$ cat src/rtl/alu_pkg.sv
`default_nettype none

package alu_pkg;

	// Opcode field in CTRL bits 2:0
	typedef enum logic [2:0] {
		OP_ADD = 3'd0,
		OP_SUB = 3'd1,
		OP_AND = 3'd2,
		OP_OR  = 3'd3,
		OP_XOR = 3'd4,
		OP_SLL = 3'd5,
		OP_SRA = 3'd6,
		OP_ROR = 3'd7
	} alu_op_t;

	// Shifter select
	typedef enum logic [1:0] {
		SHIFT_SLL = 2'b00,
		SHIFT_SRA = 2'b01,
		SHIFT_ROR = 2'b10
	} shift_mode_t;

	// Word index from bus address bits 3:1
	localparam logic [2:0] REG_OPA    = 3'd0;
	localparam logic [2:0] REG_OPB    = 3'd1;
	localparam logic [2:0] REG_CTRL   = 3'd2;
	localparam logic [2:0] REG_RESULT = 3'd3; // read only
	localparam logic [2:0] REG_STATUS = 3'd4; // read only

	localparam int CTRL_START = 15; // reads back as 0

	// STATUS bits
	localparam int ST_DONE = 0;
	localparam int ST_Z    = 1;
	localparam int ST_N    = 2;
	localparam int ST_V    = 3;

endpackage

`default_nettype wire

$ cat src/rtl/alu_cmd_if.sv
`timescale 1ns/100ps
`default_nettype none

interface alu_cmd_if #(
	parameter int DATA_W = 16
) ();
	import alu_pkg::*;

	// Register block side
	logic              start;
	alu_op_t           op;
	logic [DATA_W-1:0] opa;
	logic [DATA_W-1:0] opb;

	// Core side, held until the next start
	logic              done;
	logic [DATA_W-1:0] result;
	logic              flag_z;
	logic              flag_n;
	logic              flag_v;

	modport regs (
		output start, op, opa, opb,
		input  done, result, flag_z, flag_n, flag_v
	);

	modport core (
		input  start, op, opa, opb,
		output done, result, flag_z, flag_n, flag_v
	);

endinterface

`default_nettype wire

$ cat src/rtl/barrel_shifter.sv
`timescale 1ns/100ps
`default_nettype none

module barrel_shifter #(
	parameter int DATA_W = 16
) (
	input  logic [DATA_W-1:0]         data,
	input  logic [$clog2(DATA_W)-1:0] amount,
	input  alu_pkg::shift_mode_t      mode,
	output logic [DATA_W-1:0]         result
);
	import alu_pkg::*;

	localparam int SH_W = $clog2(DATA_W);

	// stage[0] is the input, stage[SH_W] the shifted value
	logic [SH_W:0][DATA_W-1:0] stage;

	assign stage[0] = data;

	for (genvar s = 0; s < SH_W; s++) begin : g_stage
		localparam int K = 1 << s; // Shift of this stage

		logic [DATA_W-1:0] moved;
		logic              sign;

		assign sign = stage[s][DATA_W-1];

		always_comb begin
			case (mode)
				SHIFT_SRA: moved = {{K{sign}}, stage[s][DATA_W-1:K]};
				SHIFT_ROR: moved = {stage[s][K-1:0], stage[s][DATA_W-1:K]};
				default:   moved = {stage[s][DATA_W-1-K:0], {K{1'b0}}}; // SLL
			endcase
		end

		// Bypass when this bit of the amount is clear
		assign stage[s+1] = amount[s] ? moved : stage[s];
	end

	assign result = stage[SH_W];

endmodule

`default_nettype wire

$ cat src/rtl/alu_core.sv
`timescale 1ns/100ps
`default_nettype none

module alu_core #(
	parameter int DATA_W = 16
) (
	input  logic       clk,
	input  logic       rst,
	alu_cmd_if.core    cmd
);
	import alu_pkg::*;

	localparam int SH_W = $clog2(DATA_W);

	logic              sub;
	logic [DATA_W-1:0] addend;
	logic [DATA_W-1:0] sum;
	logic              ovf;
	shift_mode_t       sh_mode;
	logic [DATA_W-1:0] shifted;
	logic [DATA_W-1:0] alu_out;
	logic              v_next;

	// One adder for both, B inverted plus carry in for subtract
	assign sub    = (cmd.op == OP_SUB);
	assign addend = cmd.opb ^ {DATA_W{sub}};
	assign sum    = cmd.opa + addend + DATA_W'(sub);

	// Operands agree in sign, sum does not
	assign ovf = (cmd.opa[DATA_W-1] == addend[DATA_W-1]) &&
		(sum[DATA_W-1] != cmd.opa[DATA_W-1]);

	always_comb begin
		case (cmd.op)
			OP_SRA:  sh_mode = SHIFT_SRA;
			OP_ROR:  sh_mode = SHIFT_ROR;
			default: sh_mode = SHIFT_SLL;
		endcase
	end

	barrel_shifter #(
		.DATA_W (DATA_W)
	) u_shifter (
		.data   (cmd.opa),
		.amount (cmd.opb[SH_W-1:0]),
		.mode   (sh_mode),
		.result (shifted)
	);

	always_comb begin
		alu_out = sum;
		v_next  = 1'b0;
		case (cmd.op)
			OP_ADD, OP_SUB: begin
				alu_out = sum;
				v_next  = ovf;
			end
			OP_AND: alu_out = cmd.opa & cmd.opb;
			OP_OR:  alu_out = cmd.opa | cmd.opb;
			OP_XOR: alu_out = cmd.opa ^ cmd.opb;
			OP_SLL, OP_SRA, OP_ROR: alu_out = shifted;
			default: alu_out = sum;
		endcase
	end

	always_ff @(posedge clk) begin
		if (rst) begin
			cmd.done   <= 1'b0;
			cmd.result <= '0;
			cmd.flag_z <= 1'b0;
			cmd.flag_n <= 1'b0;
			cmd.flag_v <= 1'b0;
		end else begin
			cmd.done <= cmd.start; // Fixed one cycle latency
			if (cmd.start) begin
				cmd.result <= alu_out;
				cmd.flag_z <= (alu_out == '0);
				cmd.flag_n <= alu_out[DATA_W-1];
				cmd.flag_v <= v_next;
			end
		end
	end

endmodule

`default_nettype wire

$ cat src/rtl/alu_regs.sv
`timescale 1ns/100ps
`default_nettype none

module alu_regs #(
	parameter int DATA_W = 16
) (
	input  logic              clk,
	input  logic              rst,
	input  logic              wb_cyc,
	input  logic              wb_stb,
	input  logic              wb_we,
	input  logic [3:0]        wb_adr,
	input  logic [DATA_W-1:0] wb_dat_i,
	output logic [DATA_W-1:0] wb_dat_o,
	output logic              wb_ack,
	alu_cmd_if.regs           cmd
);
	import alu_pkg::*;

	logic              req;
	logic              wr_en;
	logic [2:0]        idx;
	logic              st_done;
	logic [DATA_W-1:0] status;
	logic [DATA_W-1:0] ctrl_rd;

	assign req   = wb_cyc && wb_stb;
	assign idx   = wb_adr[3:1]; // Word index, byte lane bit ignored
	assign wr_en = req && !wb_ack && wb_we;

	// Single cycle ack, one cycle after the request
	always_ff @(posedge clk) begin
		if (rst) begin
			wb_ack <= 1'b0;
		end else begin
			wb_ack <= req && !wb_ack;
		end
	end

	// Writes land as ack rises
	always_ff @(posedge clk) begin
		if (rst) begin
			cmd.opa   <= '0;
			cmd.opb   <= '0;
			cmd.op    <= OP_ADD;
			cmd.start <= 1'b0;
		end else begin
			cmd.start <= wr_en && (idx == REG_CTRL) && wb_dat_i[CTRL_START];
			if (wr_en) begin
				case (idx)
					REG_OPA:  cmd.opa <= wb_dat_i;
					REG_OPB:  cmd.opb <= wb_dat_i;
					REG_CTRL: cmd.op  <= alu_op_t'(wb_dat_i[2:0]);
					default:  ; // RESULT and STATUS are read only
				endcase
			end
		end
	end

	always_ff @(posedge clk) begin
		if (rst) begin
			st_done <= 1'b0;
		end else if (cmd.start) begin
			st_done <= 1'b0;
		end else if (cmd.done) begin
			st_done <= 1'b1;
		end
	end

	always_comb begin
		status          = '0;
		status[ST_DONE] = st_done;
		status[ST_Z]    = cmd.flag_z;
		status[ST_N]    = cmd.flag_n;
		status[ST_V]    = cmd.flag_v;
	end

	// Start bit always reads 0
	assign ctrl_rd = {{(DATA_W-3){1'b0}}, cmd.op};

	// Address held by the master, so data is valid in the ack cycle
	always_comb begin
		case (idx)
			REG_OPA:    wb_dat_o = cmd.opa;
			REG_OPB:    wb_dat_o = cmd.opb;
			REG_CTRL:   wb_dat_o = ctrl_rd;
			REG_RESULT: wb_dat_o = cmd.result;
			REG_STATUS: wb_dat_o = status;
			default:    wb_dat_o = '0; // Unmapped
		endcase
	end

endmodule

`default_nettype wire

$ cat src/rtl/alu_top.sv
`timescale 1ns/100ps
`default_nettype none

module alu_top #(
	parameter int DATA_W = 16
) (
	input  logic              clk,
	input  logic              rst,
	input  logic              wb_cyc,
	input  logic              wb_stb,
	input  logic              wb_we,
	input  logic [3:0]        wb_adr,
	input  logic [DATA_W-1:0] wb_dat_i,
	output logic [DATA_W-1:0] wb_dat_o,
	output logic              wb_ack
);

	// Command path between register block and core
	alu_cmd_if #(
		.DATA_W (DATA_W)
	) cmd ();

	alu_regs #(
		.DATA_W (DATA_W)
	) u_regs (
		.clk      (clk),
		.rst      (rst),
		.wb_cyc   (wb_cyc),
		.wb_stb   (wb_stb),
		.wb_we    (wb_we),
		.wb_adr   (wb_adr),
		.wb_dat_i (wb_dat_i),
		.wb_dat_o (wb_dat_o),
		.wb_ack   (wb_ack),
		.cmd      (cmd.regs)
	);

	alu_core #(
		.DATA_W (DATA_W)
	) u_core (
		.clk (clk),
		.rst (rst),
		.cmd (cmd.core)
	);

endmodule

`default_nettype wire

$ cat config.mk
export PLATFORM = sky130hd
export DESIGN_NAME = alu_top
export DESIGN_NICKNAME = d
export VERILOG_FILES = /design/src/rtl/alu_pkg.sv /design/src/rtl/alu_cmd_if.sv /design/src/rtl/barrel_shifter.sv /design/src/rtl/alu_core.sv /design/src/rtl/alu_regs.sv /design/src/rtl/alu_top.sv
export SDC_FILE = /design/constraint.sdc
export NUM_CORES = 1
export LEC_CHECK = 0
export ABC_AREA = 1
export BUFFER_PORTS_ARGS = -buffer_cell sky130_fd_sc_hd__buf_2
export CAP_MARGIN = 15
export CORE_UTILIZATION = 42
export DETAILED_ROUTE_END_ITERATION = 6
export HOLD_SLACK_MARGIN = 0.15
export PLACE_DENSITY = 0.61
export RECOVER_POWER = 25
export SETUP_SLACK_MARGIN = 0.1
export SYNTH_ARGS = -nofsm -noshare
export SYNTH_HDL_FRONTEND = slang
export SYNTH_HIERARCHICAL = 1
export SYNTH_SLANG_ARGS = --single-unit
$ cat constraint.sdc
create_clock -name clk -period 3.5 [get_ports clk]
set_input_delay 0.525 -clock clk [delete_from_list [all_inputs] [get_ports clk]]
set_output_delay 0.525 -clock clk [all_outputs]
set_load 0.05 [all_outputs]
; ---- After elaboration in Yosys (flattened, before gate mapping)
; Cells that the tools add are included.
; W data, S select, Z words.
[classes]
n_bitwise = 4
n_reduce_logical = 16
muxes = 12
n_addsub = 2
n_eq_ne = 15
[ops]
columns = operator, n
row1 = $pmux W16 S5, 2
row2 = $pmux W16 S2, 4
row3 = $mux W16, 4
row4 = $xor A16 B16 Y16, 2
row5 = $add A16 B1 Y16, 1
row6 = $add A16 B16 Y16, 1
row7 = $and A16 B16 Y16, 1
row8 = $logic_not A16 Y1, 1
row9 = $or A16 B16 Y16, 1
row10 = $eq A3 B3 Y1 const B, 5
row11 = $eq A3 B2 Y1 const B, 4
row12 = $eq A3 B1 Y1 const B, 2
row13 = $logic_and A1 B1 Y1, 6
row14 = $logic_not A3 Y1, 2
row15 = $reduce_and A2 Y1, 3
row16 = $pmux W2 S2, 1
row17 = $reduce_or A2 Y1, 2
row18 = $reduce_or A3 Y1, 1
row19 = $eq A2 B1 Y1 const B, 1
row20 = $eq A2 B2 Y1 const B, 1
row21 = $eq A1 B1 Y1, 1
row22 = $logic_not A1 Y1, 1
row23 = $mux W1, 1
row24 = $ne A1 B1 Y1, 1
[word_totals]
wordCells = 60
reg_bits = 58
inputBits = 25

; ---- Depth between registers and ports, before layout
[logic_depth]
word_depth = 13
mapped_depth = 27

; ---- Modules after synthesis
; Netlist, hierarchy kept.
[modules_own_cells]
columns = mod, cells_each, area_each_um2, seq_area_each_um2, n_inst
row1 = alu_core, 442, 2783.9, 380.4, 1
row2 = alu_regs, 315, 1988.2, 760.7, 1
row3 = barrel_shifter, 345, 1689.1, 0.0, 1

; ---- Worst setup path after synthesis
; No wires, ideal clock.
[synth_timing]
kind = register to register
from = register u_regs.cmd.op[1]
to = register u_core.cmd.flag_z
t_required_ps = 3430
path_stages_with_launch = 26
arrival_ps = 3043
slack_ps = 386
path_cell_list = dfxtp_1 nand2_1 nor2_1 inv_1 ha_1 buf_6 buf_6 a21oi_2 nand3_1 nand3_1 nand3_1 nand2_1 nand2_2 nand2_2 nand2_4 nand2_4 nand2_1 nand2_1 inv_1 a22o_1 or2_0 a21oi_2 nand2_1 nor2_1 nand3_1 o21bai_1
[synth_between]
elab_chain_cells = 13
[synth_rtl]
columns = element, line_no
row1 = "start, declared", alu_cmd_if.sv:23  ; output start, op, opa, opb,
row2 = "start signal, assigned", alu_regs.sv:53  ; REG_CTRL: cmd.op <= alu_op_t'(wb_dat_i[2:0]);
row3 = $eq A3 B3 Y1, alu_core.sv:34  ; case (cmd.op)
row4 = $pmux W2 S2 *, alu_core.sv:34
row5 = net u_core.sh_mode[0], alu_core.sv:19  ; shift_mode_t sh_mode;
row6 = $eq A2 B2 Y1 or $eq A2 B1 Y1 (tied branches), barrel_shifter.sv:30  ; case (mode)
row7 = $pmux W16 S2, barrel_shifter.sv:30
row8 = $mux W16, barrel_shifter.sv:38  ; assign stage[s+1] = amount[s] ? moved : stage[s];
row9 = $pmux W16 S2, barrel_shifter.sv:30
row10 = $mux W16, barrel_shifter.sv:38
row11 = $pmux W16 S2, barrel_shifter.sv:30
row12 = $mux W16, barrel_shifter.sv:38
row13 = $pmux W16 S2, barrel_shifter.sv:30
row14 = $mux W16 *, barrel_shifter.sv:38
row15 = net u_core.shifted[10], alu_core.sv:20  ; logic [DATA_W-1:0] shifted;
row16 = $pmux W16 S5 *, alu_core.sv:53  ; case (cmd.op)
row17 = $logic_not A16 Y1 *, alu_core.sv:77  ; cmd.flag_z <= (alu_out == '0);
row18 = "end signal, assigned", alu_core.sv:77
row19 = "end, declared", alu_cmd_if.sv:29  ; output done, result, flag_z, flag_n, flag_v
; The timed path passes the listed nets; every way through them passes the cells marked *.
; A chain may end at the register's enable or synchronous reset.

; ---- Worst setup path after layout
[layout_timing]
from = register u_regs.cmd.op[0]
to = register u_core.cmd.flag_z
; The elaborated chain is that of the path after synthesis.

==> results.md <==
- Cell Area, Synth: 6460 sq um
- Status: finished, final reports clean
- Cts hold-fix bufs: 0
- Synth unique cells: 46
- WHS: 0.460 ns
- Design area: 7390 sq um
- Most instantiated cells after synthesis: nand2_1, nand3_1, nor2_1
- Diodes inserted: 0
- Cells after Synth: 1102
- Wire length per cell: 16.6 um
- Later-pin clock latency in the skew report: roughly 0.33 ns
- Hold crit path type: reg -> reg
- Clk slew on worst S/H paths: 0.05 ns
- Placed inst area: around 6800 sq um
- Crit path time final: 3.24 ns
- RR Startpoint: u_regs/cmd.op[0]
- DRT antenna net count: 0
- Sequential fraction of the synthesis area: 0.177
- Max_cap viols: 0
- Drt first pass iters: 5
- Ys flop type: dfxtp_1
- WS Path Type: reg -> reg
- Synth top area share: 0.204
- H-tree depth: 3
- Critical path capture point: u_core/cmd.flag_z
- RSZ-0062 raised after global routing: false
- Via/cell ratio: around 5.4
- #FFs+latches synth: 57
- DRC: 0
- Syn nets: around 1200
- Area grow syn2layout: 14.3%
- Slew Limit Fails: 0
- # nets final: 1228
- Final wirelength: 22.2 mm
- Peak supply drop: about 0.30 mV
- Period utilization: 0.924
- Non-Filler Instances: roughly 1300
- Clk buf depth: 2
- EDFF count, synth: 0
- Lkg Pwr: 3.56 nW
- Largest net degree at the start of global routing: 36
- Num rows: 44
- Hold Vio Cnt, Final: 0
- Arrival time worst endpoint: 3.49 ns
- Req. time, crit path: 3.76 ns
- Uppermost routed layer: met4
- Slew HR: 0.294
- Metal2 WL: 9.49 mm
- M1 wire length: between 10 and 15 mm
- CTS tree: yes
- Setup_tns: 0 ns
- Crit end category: register
- GP Congestion: between 0.9 and 1
- Ys Warns: 6
- Share of cells above drive strength 1: 0.159
- Tot GR Track Use: 0.277
- Vias: ~7200
- Register-to-Register Setup Slack: approximately 0.26 ns
- Final Power: 1.72 mW
- DP Cell Count: ~1300
- Initial core utilization: 0.438
- Max Clock Skew: 0.00699 ns
- Die Ht: between 100 and 150 um
- Post-synth top area cell: nand2_1
- Hpwl dp: 16.4 mm
- Initial DRC count: 551
- First-pass GRT wire length: 34.1 mm
- CTS Buf Count: 9
- Average size of a mapped cell: between 5 and 6 sq um
- R2r endpoint: u_core/cmd.flag_z
- FMAX: between 300 and 400 MHz
- Worst-margin pin slew: 1.06 ns
- Die X: 126 um
- I/O pin cnt: 42
- Vias in the first global route: approximately 6500
- Initial antenna violation count: 0
- Post-synth ARST share: 0
- Met3 wire length: between 1.5 and 2 mm
- GRT overflow: 0
- Crit path from: u_regs/cmd.op[0]
- PwrDens: about 230 nW/um^2
- Main area contributors after synthesis: nand2_1, dfxtp_1, nand3_1
- Final setup viols: 0
- Clock Root Buffer: clkbuf_16
- Clock tree sinks: 57
- Largest fanout on the critical path: 11
- FF-to-FF path depth: 25
- Cell with the most instances after synthesis: nand2_1
- Core Box Area: 14800 sq um
- PortBufs: 40
- Startpoint class of the critical path: register
- Die area: ~16000 sq um
metrics by stage:
stage,worst slack [ns],util
after floorplan,0.386,-
after global placement,0.0911,0.461
final,0.265,0.501
after global routing,0.0585,0.501
after detailed placement,0.0969,0.461
after CTS,0.103,0.484
cell usage in the layout, fill, tap and decap left out, types with 8 or more instances in the layout:
cell type,instances
a21oi_1,34
a21oi_2,14
buf_2,38
buf_4,33
clkbuf_16,12
dfxtp_1,55
ha_1,50
inv_1,117
inv_2,12
nand2_1,347
nand2_2,24
nand3_1,139
nand3_2,14
nand4_1,10
nor2_1,130
nor2_4,8
o21ai_0,22
xor2_1,17
registers in the layout, indices dropped and copies added (netlist names):
register	cells
u_core/cmd.result	16
u_regs/st_done	1
u_regs/cmd.opa	16
u_regs/cmd.op	3
u_regs/wb_ack	1
u_core/cmd.flag_z	1
u_regs/cmd.opb	16
u_core/cmd.done	1
u_regs/cmd.start	1
u_core/cmd.flag_v	1
area by class of cell:
cell class              count  area [sq um]
clock inverters             5          56.3
inverters                 134           509
multi-input cells         870          4640
clock buffers              11           233
repair inverters            1          7.51
well taps                 184           230
fillers                  1588          7370
repair buffers             78           568
flip-flops and latches     57          1140
cells by family (layout without fill, tap and decap cells):
logic type      count (synthesis)  after routing  synth area share
flops                          57             57             0.177
simple gates                  695            696             0.472
xor+xnor                       18             18            0.0244
fa+ha+maj                      52             52             0.102
compound gates                104            104             0.101
buf+inv                       176            229             0.124
timing repair:
| action | 4_1_cts | 5_1_grt |
|---|---|---|
| setup endpoints to repair | 1 | 2 |
| pin swaps | 1 | 12 |
| gates resized for setup | 3 | 32 |
| cloned | 1 | 5 |
| buffers inserted | 0 | 7 |
metal layers:
| layer | vias to the layer above | GRT usage |
|---|---|---|
| li1 | 3610 | - |
| met1 | 3263 | 0.376 |
| met2 | 278 | 0.433 |
| met3 | 50 | 0.0370 |
| met4 | 0 | 0.136 |
| met5 | - | 0 |
worst max-delay path, cell delays in order, from the launching register on:
cell and delay, ns:
dfxtp_2 0.34, inv_2 0.08, nand2_2 0.08, nor2_4 0.10, inv_2 0.05, ha_4 0.28
clkbuf_16 0.20, nand2_4 0.10, clkinvlp_4 0.17, nand3_2 0.12, nand3_2 0.10, nand2_1 0.07
nand2_1 0.06, nand2_2 0.08, nand2_4 0.06, nand2_4 0.08, nand2_1 0.05, nand2_1 0.09
inv_1 0.07, a22o_1 0.22, or2_0 0.21, a21oi_2 0.15, nand2_1 0.06, nor2_1 0.09
nand3_1 0.08, o21bai_1 0.15
worst min path at each step:
stage,slack (ns),depth (start not counted),to,from
finish,0.46,2,u_regs/st_done,u_core/cmd.done
global route,0.48,2,u_core/cmd.result[2],u_core/cmd.result[2]
CTS,0.46,2,u_core/cmd.result[8],u_core/cmd.result[8]
detailed placement,0.45,2,u_core/cmd.result[6],u_core/cmd.result[6]
global placement,0.44,2,u_core/cmd.result[10],u_core/cmd.result[10]
floorplan,0.43,2,u_core/cmd.result[2],u_core/cmd.result[2]
power breakdown:
part	total [mW]	switching, mW	internal (mW)	leakage, nW
Combinational	0.202	0.138	0.0647	2.96
Sequential	0.666	0.0110	0.655	0.461
Clock	0.850	0.301	0.549	0.139
Total	1.72	0.450	1.27	3.56
Note: power is estimated with default switching activity, not from simulation.
